===== config.mk =====
export PLATFORM = sky130hd
export DESIGN_NAME = shfifo_top
export DESIGN_NICKNAME = d
export VERILOG_FILES = /design/src/logic/shfifo_pkg.sv /design/src/logic/shfifo_rd_if.sv /design/src/logic/shfifo_push_credit.sv /design/src/logic/shfifo_linked_store.sv /design/src/logic/shfifo_pop_out.sv /design/src/logic/shfifo_top.sv
export SDC_FILE = /design/constraint.sdc
export NUM_CORES = 1
export LEC_CHECK = 0
export ABC_AREA = 0
export BUFFER_PORTS_ARGS = -buffer_cell sky130_fd_sc_hd__buf_2
export CAP_MARGIN = 15
export CORE_MARGIN = 2
export CORE_UTILIZATION = 50
export DETAILED_ROUTE_END_ITERATION = 7
export GPL_ROUTABILITY_DRIVEN = 1
export PLACE_DENSITY = 0.64
export SKIP_LAST_GASP = 1
export SYNTH_ARGS = -nofsm -noshare
export SYNTH_HDL_FRONTEND = slang
export SYNTH_SLANG_ARGS = --single-unit
export TNS_END_PERCENT = 30

===== constraint.sdc =====
create_clock -name clk -period 3.6 [get_ports clk]
set_input_delay 0.18 -clock clk [delete_from_list [all_inputs] [get_ports clk]]
set_output_delay 0.18 -clock clk [all_outputs]
set_load 0.05 [all_outputs]

===== src/logic/shfifo_pkg.sv =====
package shfifo_pkg;

  // pool geometry; the pool depth doubles as the initial push credit
  localparam int NUM_FIFOS  = 2;
  localparam int POOL_DEPTH = 8;
  localparam int DATA_W     = 8;

  localparam int FIFO_ID_W = 1;
  localparam int ADDR_W    = 3;
  // wide enough to hold POOL_DEPTH itself
  localparam int CNT_W     = 4;

  typedef logic [DATA_W-1:0]    data_t;
  typedef logic [FIFO_ID_W-1:0] fifo_id_t;
  typedef logic [ADDR_W-1:0]    addr_t;
  typedef logic [CNT_W-1:0]     cnt_t;

  // one accepted push on its way from the credit stage to the store
  typedef struct packed {
    fifo_id_t fifo_id;
    data_t    data;
  } push_entry_t;

endpackage


===== src/logic/shfifo_rd_if.sv =====
interface shfifo_rd_if
  import shfifo_pkg::*;
();

  logic  [NUM_FIFOS-1:0] head_valid;
  data_t [NUM_FIFOS-1:0] head_data;
  logic  [NUM_FIFOS-1:0] deq;
  // pulses once per freed entry, a cycle after the free
  logic                  credit_return;

  modport store (
    output head_valid,
    output head_data,
    input  deq
  );

  modport pop (
    input  head_valid,
    input  head_data,
    output deq,
    output credit_return
  );

endinterface


===== src/logic/shfifo_push_credit.sv =====
module shfifo_push_credit
  import shfifo_pkg::*;
(
  input  logic        clk,
  input  logic        arst_n,

  input  logic        push_valid,
  output logic        push_ready,
  input  fifo_id_t    push_fifo_id,
  input  data_t       push_data,

  input  logic        credit_return,

  output logic        wr_valid,
  output push_entry_t wr_entry
);

  cnt_t credit_cnt;
  cnt_t credit_nxt;
  logic push_fire;

  // ready only looks at the credit count, never at push_valid
  assign push_ready = (credit_cnt != '0);
  assign push_fire  = push_valid && push_ready;

  // a push and a returned credit in the same cycle cancel out
  always_comb begin
    credit_nxt = credit_cnt;
    if (push_fire) begin
      credit_nxt = credit_nxt - cnt_t'(1);
    end
    if (credit_return) begin
      credit_nxt = credit_nxt + cnt_t'(1);
    end
  end

  always_ff @(posedge clk or negedge arst_n) begin
    if (!arst_n) begin
      credit_cnt <= cnt_t'(POOL_DEPTH);
      wr_valid   <= 1'b0;
    end else begin
      credit_cnt <= credit_nxt;
      wr_valid   <= push_fire;
    end
  end

  // payload only moves on an accepted push
  always_ff @(posedge clk) begin
    if (push_fire) begin
      wr_entry.fifo_id <= push_fifo_id;
      wr_entry.data    <= push_data;
    end
  end

endmodule


===== src/logic/shfifo_linked_store.sv =====
module shfifo_linked_store
  import shfifo_pkg::*;
(
  input  logic        clk,
  input  logic        arst_n,

  input  logic        wr_valid,
  input  push_entry_t wr_entry,

  shfifo_rd_if.store  rd
);

  logic [POOL_DEPTH-1:0] free_map;
  data_t                 entry_data [POOL_DEPTH];
  addr_t                 next_ptr   [POOL_DEPTH];

  addr_t                 head     [NUM_FIFOS];
  addr_t                 tail     [NUM_FIFOS];
  cnt_t                  fifo_cnt [NUM_FIFOS];

  addr_t                 alloc_idx;
  logic [NUM_FIFOS-1:0]  wr_hit;

  // scanning from the top down leaves the lowest free index in alloc_idx
  always_comb begin
    alloc_idx = '0;
    for (int i = POOL_DEPTH - 1; i >= 0; i--) begin
      if (free_map[i]) begin
        alloc_idx = addr_t'(i);
      end
    end
  end

  always_comb begin
    for (int f = 0; f < NUM_FIFOS; f++) begin
      wr_hit[f] = wr_valid && (wr_entry.fifo_id == fifo_id_t'(f));
    end
  end

  // credits upstream guarantee a free bit whenever wr_valid is high
  always_ff @(posedge clk or negedge arst_n) begin
    if (!arst_n) begin
      free_map <= '1;
    end else begin
      for (int f = 0; f < NUM_FIFOS; f++) begin
        if (rd.deq[f]) begin
          free_map[head[f]] <= 1'b1;
        end
      end
      // the allocated entry is never one being freed this cycle
      if (wr_valid) begin
        free_map[alloc_idx] <= 1'b0;
      end
    end
  end

  always_ff @(posedge clk or negedge arst_n) begin
    if (!arst_n) begin
      for (int f = 0; f < NUM_FIFOS; f++) begin
        head[f]     <= '0;
        tail[f]     <= '0;
        fifo_cnt[f] <= '0;
      end
    end else begin
      for (int f = 0; f < NUM_FIFOS; f++) begin
        if (wr_hit[f]) begin
          tail[f] <= alloc_idx;
        end

        // when the only entry leaves as a new one arrives, the new one is
        // not linked yet, so the head has to take it straight from alloc
        if (wr_hit[f] && ((fifo_cnt[f] == '0) ||
                          (rd.deq[f] && (fifo_cnt[f] == cnt_t'(1))))) begin
          head[f] <= alloc_idx;
        end else if (rd.deq[f]) begin
          head[f] <= next_ptr[head[f]];
        end

        case ({wr_hit[f], rd.deq[f]})
          2'b10:   fifo_cnt[f] <= fifo_cnt[f] + cnt_t'(1);
          2'b01:   fifo_cnt[f] <= fifo_cnt[f] - cnt_t'(1);
          default: fifo_cnt[f] <= fifo_cnt[f];
        endcase
      end
    end
  end

  always_ff @(posedge clk) begin
    if (wr_valid) begin
      entry_data[alloc_idx] <= wr_entry.data;
      for (int f = 0; f < NUM_FIFOS; f++) begin
        // link behind the old tail; an empty list has nothing to link to
        if (wr_hit[f] && (fifo_cnt[f] != '0)) begin
          next_ptr[tail[f]] <= alloc_idx;
        end
      end
    end
  end

  always_comb begin
    for (int f = 0; f < NUM_FIFOS; f++) begin
      rd.head_valid[f] = (fifo_cnt[f] != '0);
      rd.head_data[f]  = entry_data[head[f]];
    end
  end

endmodule


===== src/logic/shfifo_pop_out.sv =====
module shfifo_pop_out
  import shfifo_pkg::*;
(
  input  logic                  clk,
  input  logic                  arst_n,

  output logic  [NUM_FIFOS-1:0] pop_valid,
  input  logic  [NUM_FIFOS-1:0] pop_ready,
  output data_t [NUM_FIFOS-1:0] pop_data,

  shfifo_rd_if.pop              rd
);

  cnt_t pend_cnt;
  cnt_t pops_now;
  cnt_t ret_total;
  logic credit_q;

  // each pop port shows its FIFO head directly
  assign pop_valid = rd.head_valid;
  assign pop_data  = rd.head_data;
  assign rd.deq    = pop_valid & pop_ready;

  always_comb begin
    pops_now = '0;
    for (int f = 0; f < NUM_FIFOS; f++) begin
      if (rd.deq[f]) begin
        pops_now = pops_now + cnt_t'(1);
      end
    end
    ret_total = pend_cnt + pops_now;
  end

  // the credit stage takes one credit per cycle, so simultaneous pops
  // queue up here and drain one pulse at a time
  always_ff @(posedge clk or negedge arst_n) begin
    if (!arst_n) begin
      pend_cnt <= '0;
      credit_q <= 1'b0;
    end else if (ret_total != '0) begin
      pend_cnt <= ret_total - cnt_t'(1);
      credit_q <= 1'b1;
    end else begin
      pend_cnt <= '0;
      credit_q <= 1'b0;
    end
  end

  assign rd.credit_return = credit_q;

endmodule


===== src/logic/shfifo_top.sv =====
module shfifo_top
  import shfifo_pkg::*;
(
  input  logic                  clk,
  input  logic                  arst_n,

  input  logic                  push_valid,
  output logic                  push_ready,
  input  fifo_id_t              push_fifo_id,
  input  data_t                 push_data,

  output logic  [NUM_FIFOS-1:0] pop_valid,
  input  logic  [NUM_FIFOS-1:0] pop_ready,
  output data_t [NUM_FIFOS-1:0] pop_data
);

  logic        wr_valid;
  push_entry_t wr_entry;

  shfifo_rd_if rd_if_i ();

  shfifo_push_credit push_credit_i (
    .clk           (clk),
    .arst_n        (arst_n),
    .push_valid    (push_valid),
    .push_ready    (push_ready),
    .push_fifo_id  (push_fifo_id),
    .push_data     (push_data),
    .credit_return (rd_if_i.credit_return),
    .wr_valid      (wr_valid),
    .wr_entry      (wr_entry)
  );

  shfifo_linked_store linked_store_i (
    .clk      (clk),
    .arst_n   (arst_n),
    .wr_valid (wr_valid),
    .wr_entry (wr_entry),
    .rd       (rd_if_i.store)
  );

  shfifo_pop_out pop_out_i (
    .clk       (clk),
    .arst_n    (arst_n),
    .pop_valid (pop_valid),
    .pop_ready (pop_ready),
    .pop_data  (pop_data),
    .rd        (rd_if_i.pop)
  );

endmodule


# Word level (Yosys, flattened, before mapping)
# Memories as Yosys holds them, arrays and structs flattened.
# Cells that the tools add are included.
[totals]
regBits = 47
ramBits = 88
inputBits = 14
output_inout_bits = 19
word_cells = 107
mem_count = 2
[memory_table]
columns = ["name", "depth", "width", "read_ports", "rd_ports_with_merged_regs", "wr", "line_no", "text"]
rows = [
  ["linked_store_i.entry_data", 8, 8, 2, 0, 1, "shfifo_linked_store.sv:14", "data_t entry_data [POOL_DEPTH];"],
  ["linked_store_i.next_ptr", 8, 3, 2, 0, 1, "shfifo_linked_store.sv:15", "addr_t next_ptr [POOL_DEPTH];"],
]
[classes]
addsub = 9
magnitude_cmp = 6
eq_ne = 6
muxes = 40
bitwise_logic = 6
n_reduce_logical = 25
[op_table]
columns = ["op", "n"]
rows = [
  ["two-way mux 3 bit", 14],
  ["two-way mux 8 bit", 3],
  ["two-way mux 4 bit", 4],
  ["OR 8 bit", 2],
  ["case mux 4 bit (2 select lines)", 2],
  ["nonzero test 4 bit", 4],
  ["subtractor 4 x 1 -> 4 bit, second input constant", 4],
  ["two-way mux 1 bit", 14],
  ["adder 4 x 1 -> 4 bit, second input constant", 3],
  ["logical AND 1 bit", 12],
  ["less-than comparator 3 x 4 -> 1 bit, second input constant", 3],
  ["demux 1 bit (select 3 bit)", 3],
  ["greater-or-equal comparator 3 x 1 -> 1 bit, second input constant", 3],
  ["bitwise AND 8 bit", 1],
  ["== test 4 x 1 -> 1 bit, second input constant", 2],
  ["logical NOT 4 bit", 2],
  ["inverter 8 bit", 1],
  ["nonzero test 2 bit", 4],
  ["adder 4 bit", 1],
  ["== test 2 x 1 -> 1 bit, second input constant", 2],
  ["== test 2 bit, second input constant", 2],
  ["OR reduction 3 bit", 1],
  ["adder 1 x 1 -> 2 bit, second input constant", 1],
  ["bitwise AND 2 bit", 1],
  ["other kinds (2)", 3],
]

# Longest topological paths before layout
[depth]
depth_word = 15
ltp_mapped = 11
mapped_depth_nobuf = 11

# Cells and area by module
# Synthesis repeated with hierarchy kept, for this count alone.
[unflattened]
cells_unflattened = 464
hier_area_um2 = 6919.1
[modules_own_cells]
columns = ["module", "n_inst", "cells_per_inst", "area_each_um2", "seq_area_each_um2"]
rows = [
  ["shfifo_linked_store", 1, 367, 5825.6, 3353.2],
  ["shfifo_push_credit", 1, 42, 596.8, 396.6],
  ["shfifo_pop_out", 1, 55, 496.7, 125.1],
]

# Least setup slack after synthesis
# No wires, ideal clock.
[synth_path]
path_type = "reg-to-reg"
from = "register linked_store_i.fifo_cnt[4] (netlist bit)"
to = "register pop_out_i.pend_cnt[2]"
setup_time_ns = 0.083
t_arrival_ns = 2.696
t_required_ns = 3.517
setup_slack_ns = 0.822
path_stages_with_launch = 12
path_buffers = 0
synth_period_minus_slack_ns = 2.778
cell_sequence = "dfrtp_1 inv_1 ha_1 nor3b_2 nor2_1 ha_1 ha_1 fa_1 xor2_1 nor3_1 inv_1 o21ai_0"
[synth_via]
elab_chain_len = 8
word_cells_on_any_way = 9
cone_classes = "add/sub: 3; mux: 3; bitwise: 1; reduce/logical: 2"
[synth_rtl]
columns = ["element", "line_no", "text"]
rows = [
  ["start: declaration", "shfifo_linked_store.sv:19", "cnt_t fifo_cnt [NUM_FIFOS];"],
  ["start signal: indexed assignment", "shfifo_linked_store.sv:80", "2'b10: fifo_cnt[f] <= fifo_cnt[f] + cnt_t'(1);"],
  ["start signal: indexed assignment", "shfifo_linked_store.sv:81", "2'b01: fifo_cnt[f] <= fifo_cnt[f] - cnt_t'(1);"],
  ["start signal: indexed assignment", "shfifo_linked_store.sv:82", "default: fifo_cnt[f] <= fifo_cnt[f];"],
  ["nonzero test 4 bit (*)", "shfifo_linked_store.sv:102", "rd.head_valid[f] = (fifo_cnt[f] != '0);"],
  ["bitwise AND 2 bit (*)", "shfifo_pop_out.sv:22", "assign rd.deq = pop_valid & pop_ready;"],
  ["two-way mux 1 bit (*)", "shfifo_pop_out.sv:27", "if (rd.deq[f]) begin"],
  ["adder 1 x 1 -> 2 bit", "shfifo_pop_out.sv:28", "pops_now = pops_now + cnt_t'(1);"],
  ["two-way mux 4 bit (*)", "shfifo_pop_out.sv:27", ""],
  ["adder 4 bit (*)", "shfifo_pop_out.sv:31", "ret_total = pend_cnt + pops_now;"],
  ["subtractor 4 x 1 -> 4 bit / nonzero test 4 bit (equally long branches)", "shfifo_pop_out.sv:41, shfifo_pop_out.sv:40", ""],
  ["two-way mux 4 bit (*)", "shfifo_pop_out.sv:40", "end else if (ret_total != '0) begin"],
  ["end signal: assignment", "shfifo_pop_out.sv:41", "pend_cnt <= ret_total - cnt_t'(1);"],
  ["end: declaration", "shfifo_pop_out.sv:14", "cnt_t pend_cnt;"],
]
# Every way passes the cells marked *; elsewhere a longest branch is shown, timed or not.
# A chain may end at the register's enable or synchronous reset.

# Worst setup path after layout
# Same ends and word-level chain as after synthesis.

==> summary.txt <==
Max stage delay cell, worst path -> nor3b_2
Critical Path Source Type -> register
largest net degree at the start of global routing -> 39
RSZ-0062 raised after global routing -> false
post-CTS sizing -> 0
Max Slew Vio Count -> 0
HPWL after DPL -> 11.10 mm
Power Dens Cells -> 1013 mW/mm²
Num CTS Buffers -> 17
Initial DRT Pass Iterations -> 5
Synth async-reset ratio -> 28.15%
post-CTS setup repair buffer count -> 0
crit path kind -> reg -> reg
initial antenna violation count -> 0
Iter 0 DRT Violations -> 671
crit-path most repeated cell -> ha_1
Setup crit end kind -> register
Synth area leader -> edfxtp_1
fin crit period -> 3.258 ns
Clock Latency Late Sink -> 0.42 ns
Congestion Overflow GR -> 0
final setup violation count -> 0
mux contribution to synthesized area -> 12.36%
largest family of logic cells by synthesized area -> multiplexers
worst path bufs/invs -> 2
Hold Slack -> 0.2477 ns
Post-Route Skew -> 0.008462 ns
crit path cell chain -> inv_1 > ha_1 > nor3b_2 > nor2_1 > ha_1 > ha_1 > fa_1 > xor2_1 > nor3_1 > inv_1 > o21ai_0
most common cell after layout, fill and taps aside -> edfxtp_1
post-synth top area share -> 43.45%
ANT cells -> 0
Die ar. -> 0.01435 mm²
synthesized instance count -> 502
first-pass GRT wire length -> 25.55 mm
Sw Share -> 42.59%
placed cell areas -> 0.007028 mm²
Row Count -> 42
Max-Cap Viols -> 0
I/O pin total -> 33
Fin. Hold Viols -> 0
syn nets -> 530
Worst IR Drop VDD -> 0.5862 mV
Final GP Congestion -> 0.8937
synth top area cells -> edfxtp_1, dfrtp_1, mux4_2
register bit total from synthesis -> 135
Adder-Cell Fraction of Synth Area -> 2.725%
kind of cell adding the most delay to the critical path -> adder cells
starting density of the core -> 50.83%
Final #Nets -> 577
vias per cell -> 6.228
total wire length after detailed routing -> 16.27 mm
Hold Buf Count CTS -> 10
antenna viol nets, final -> 0
Placed Instances -> 696
HP Class -> in -> reg
Slew @ Worst Pin -> 1.071 ns
layout cells sized above 1 -> 23.67%
synth warn -> 0
switching power -> 0.003334 W
final std cells w/o fill -> 738
# fillers -> 1,046
Post-Layout Inst Area -> 0.007731 mm²
Mapped Area -> 0.006704 mm²
Clk pin slew, worst setup/hold paths -> 0.06 ns
htree depth -> 4
Post-synth EDFFs -> 97
fin crit share -> 90.50%
P&R area growth vs syn -> 15.32%
vias in the first global route -> 4,575
slowest stage delay, CP -> 0.47 ns
Flop pwr share -> 34.4%
vias -> 4,596
Die Span X -> 119.8 µm
aggregate global-route resource usage -> 23.98%
Logic pwr share -> 43.1%
TNS Setup -> 0 ns
CP Max Fanout -> 8
I/O Buffers -> 32
Peak Freq -> 306.9 MHz
commonest non-fill, non-tap cells in the layout -> edfxtp_1, nand2_1, nor2_1
WP data required -> 3.94 ns
CORE AREA -> 0.01319 mm²
clock network power share -> 22.5%
syn_area_per_cell -> 13.35 µm²
CTS tree -> yes
simple-gate share of the synthesized area -> 11.40%
unique cell type count in the Yosys netlist -> 73
DRC errors left -> 0
arrival time at the worst endpoint -> 3.60 ns
Synth Area in XOR/XNOR -> 1.568%
internal power -> 0.004494 W
Compound-Gate Fraction of Synth Area -> 10.92%
status -> completed
clk buf depth -> 2
Clock Tree Root -> clkbuf_16
die height -> 119.8 µm
Max transition margin -> 27.97%
Seq/Total Area, Yosys -> 57.80%
dominant register cell in the synthesized netlist -> edfxtp_1
clk sinks -> 135
WL per Instance -> 22.05 µm
leakage power -> 2.844 nW
[routing by layer]
layer	routed length [µm]	GRT usage, %
met1	6909	32.55
met2	7871	37.25
met3	1243	7.272
met4	247	7.794
met5	0	0
[worst register-to-register path: cells and delay by family (launching register included)]
family          cells  cell delay [ns]
compound gates      1             0.14
fa+ha+maj           4             1.15
xor+xnor            1             0.20
flops               1             0.44
simple gates        3             1.08
buf+inv             2             0.17
[cell families (layout without fill, tap and decap cells)]
group / after synthesis / after routing
xor+xnor: 12 / 12
buf+inv: 46 / 106
flops: 135 / 135
compound gates: 99 / 99
fa+ha+maj: 14 / 14
simple gates: 146 / 146
mux: 50 / 50
[path summary, 6_finish.rpt]
| path | from | to | slack [ns] | depth (start not counted) |
|---|---|---|---|---|
| worst max-delay path | linked_store_i.fifo_cnt[4] | pop_out_i.pend_cnt[2] | 0.34 | 11 |
| worst min-delay path | pop_ready[1] | linked_store_i.free_map[4] | 0.25 | 5 |
| worst max register to register | linked_store_i.fifo_cnt[4] | pop_out_i.pend_cnt[2] | 0.34 | 11 |
| worst min register to register | linked_store_i.tail[0] | linked_store_i.tail[0] | 0.52 | 2 |
| max in group asynchronous | arst_n | linked_store_i.head[3] | 2.61 | 2 |
| min in group asynchronous | arst_n | pop_out_i.pend_cnt[1] | 0.43 | 2 |
[area by class of cell]
type                            instances  area [µm²]  area share, %
Clock buffer                           18       429.2          5.551
Clock inverter                         14       173.9          2.250
Inverter                               22       85.08          1.101
Multi-Input combinational cell        321        2613          33.79
Sequential cell                       135        3875          50.12
Tap cell                              176       220.2          2.848
Timing Repair Buffer                   52       335.3          4.337
[metrics by stage]
stage | util (%) | setup slack, ns | total power (W)
floorplan | - | 0.8219 | 0.005144
global placement | 53.28 | 0.5412 | 0.005963
detailed placement | 53.28 | 0.3497 | 0.006049
CTS | 58.61 | 0.3415 | 0.007824
global route | 58.61 | 0.06338 | 0.008243
finish | 58.61 | 0.3418 | 0.007829
[power by group through the flow]
| stage | Clock [W] | Sequential, W | Combinational (W) |
|---|---|---|---|
| after floorplan | 0 | 0.00240 | 0.00274 |
| after global placement | 0 | 0.00269 | 0.00327 |
| after detailed placement | 0 | 0.00271 | 0.00334 |
| after CTS | 0.00178 | 0.00268 | 0.00336 |
| after global routing | 0.00186 | 0.00275 | 0.00363 |
| final | 0.00176 | 0.00270 | 0.00337 |
[cell usage after synthesis (all sizes together) (6+ instances only)]
| cell | number |
|---|---|
| edfxtp | 97 |
| nand2 | 48 |
| nor2 | 39 |
| dfrtp | 29 |
| mux4 | 25 |
| inv | 20 |
| buf | 19 |
| a221oi | 16 |
| o21ai | 16 |
| a21oi | 14 |
| ha | 13 |
| mux2i | 13 |
| mux2 | 12 |
| nor3 | 12 |
| dfstp | 9 |
| nor2b | 8 |
| a22oi | 7 |
| xnor2 | 6 |
| xor2 | 6 |
[state kept, by name (all words and copies together) (netlist names)]
name and cells:
linked_store_i.fifo_cnt 8, push_credit_i.wr_entry 9, pop_out_i.rd.credit_return 1, pop_out_i.pend_cnt 4, push_credit_i.wr_valid 1, linked_store_i.free_map 8, linked_store_i.head 6, linked_store_i.next_ptr 24
linked_store_i.entry_data 64, linked_store_i.tail 6, push_credit_i.credit_cnt 4
No activity file was read; power rests on OpenSTA's default activity.
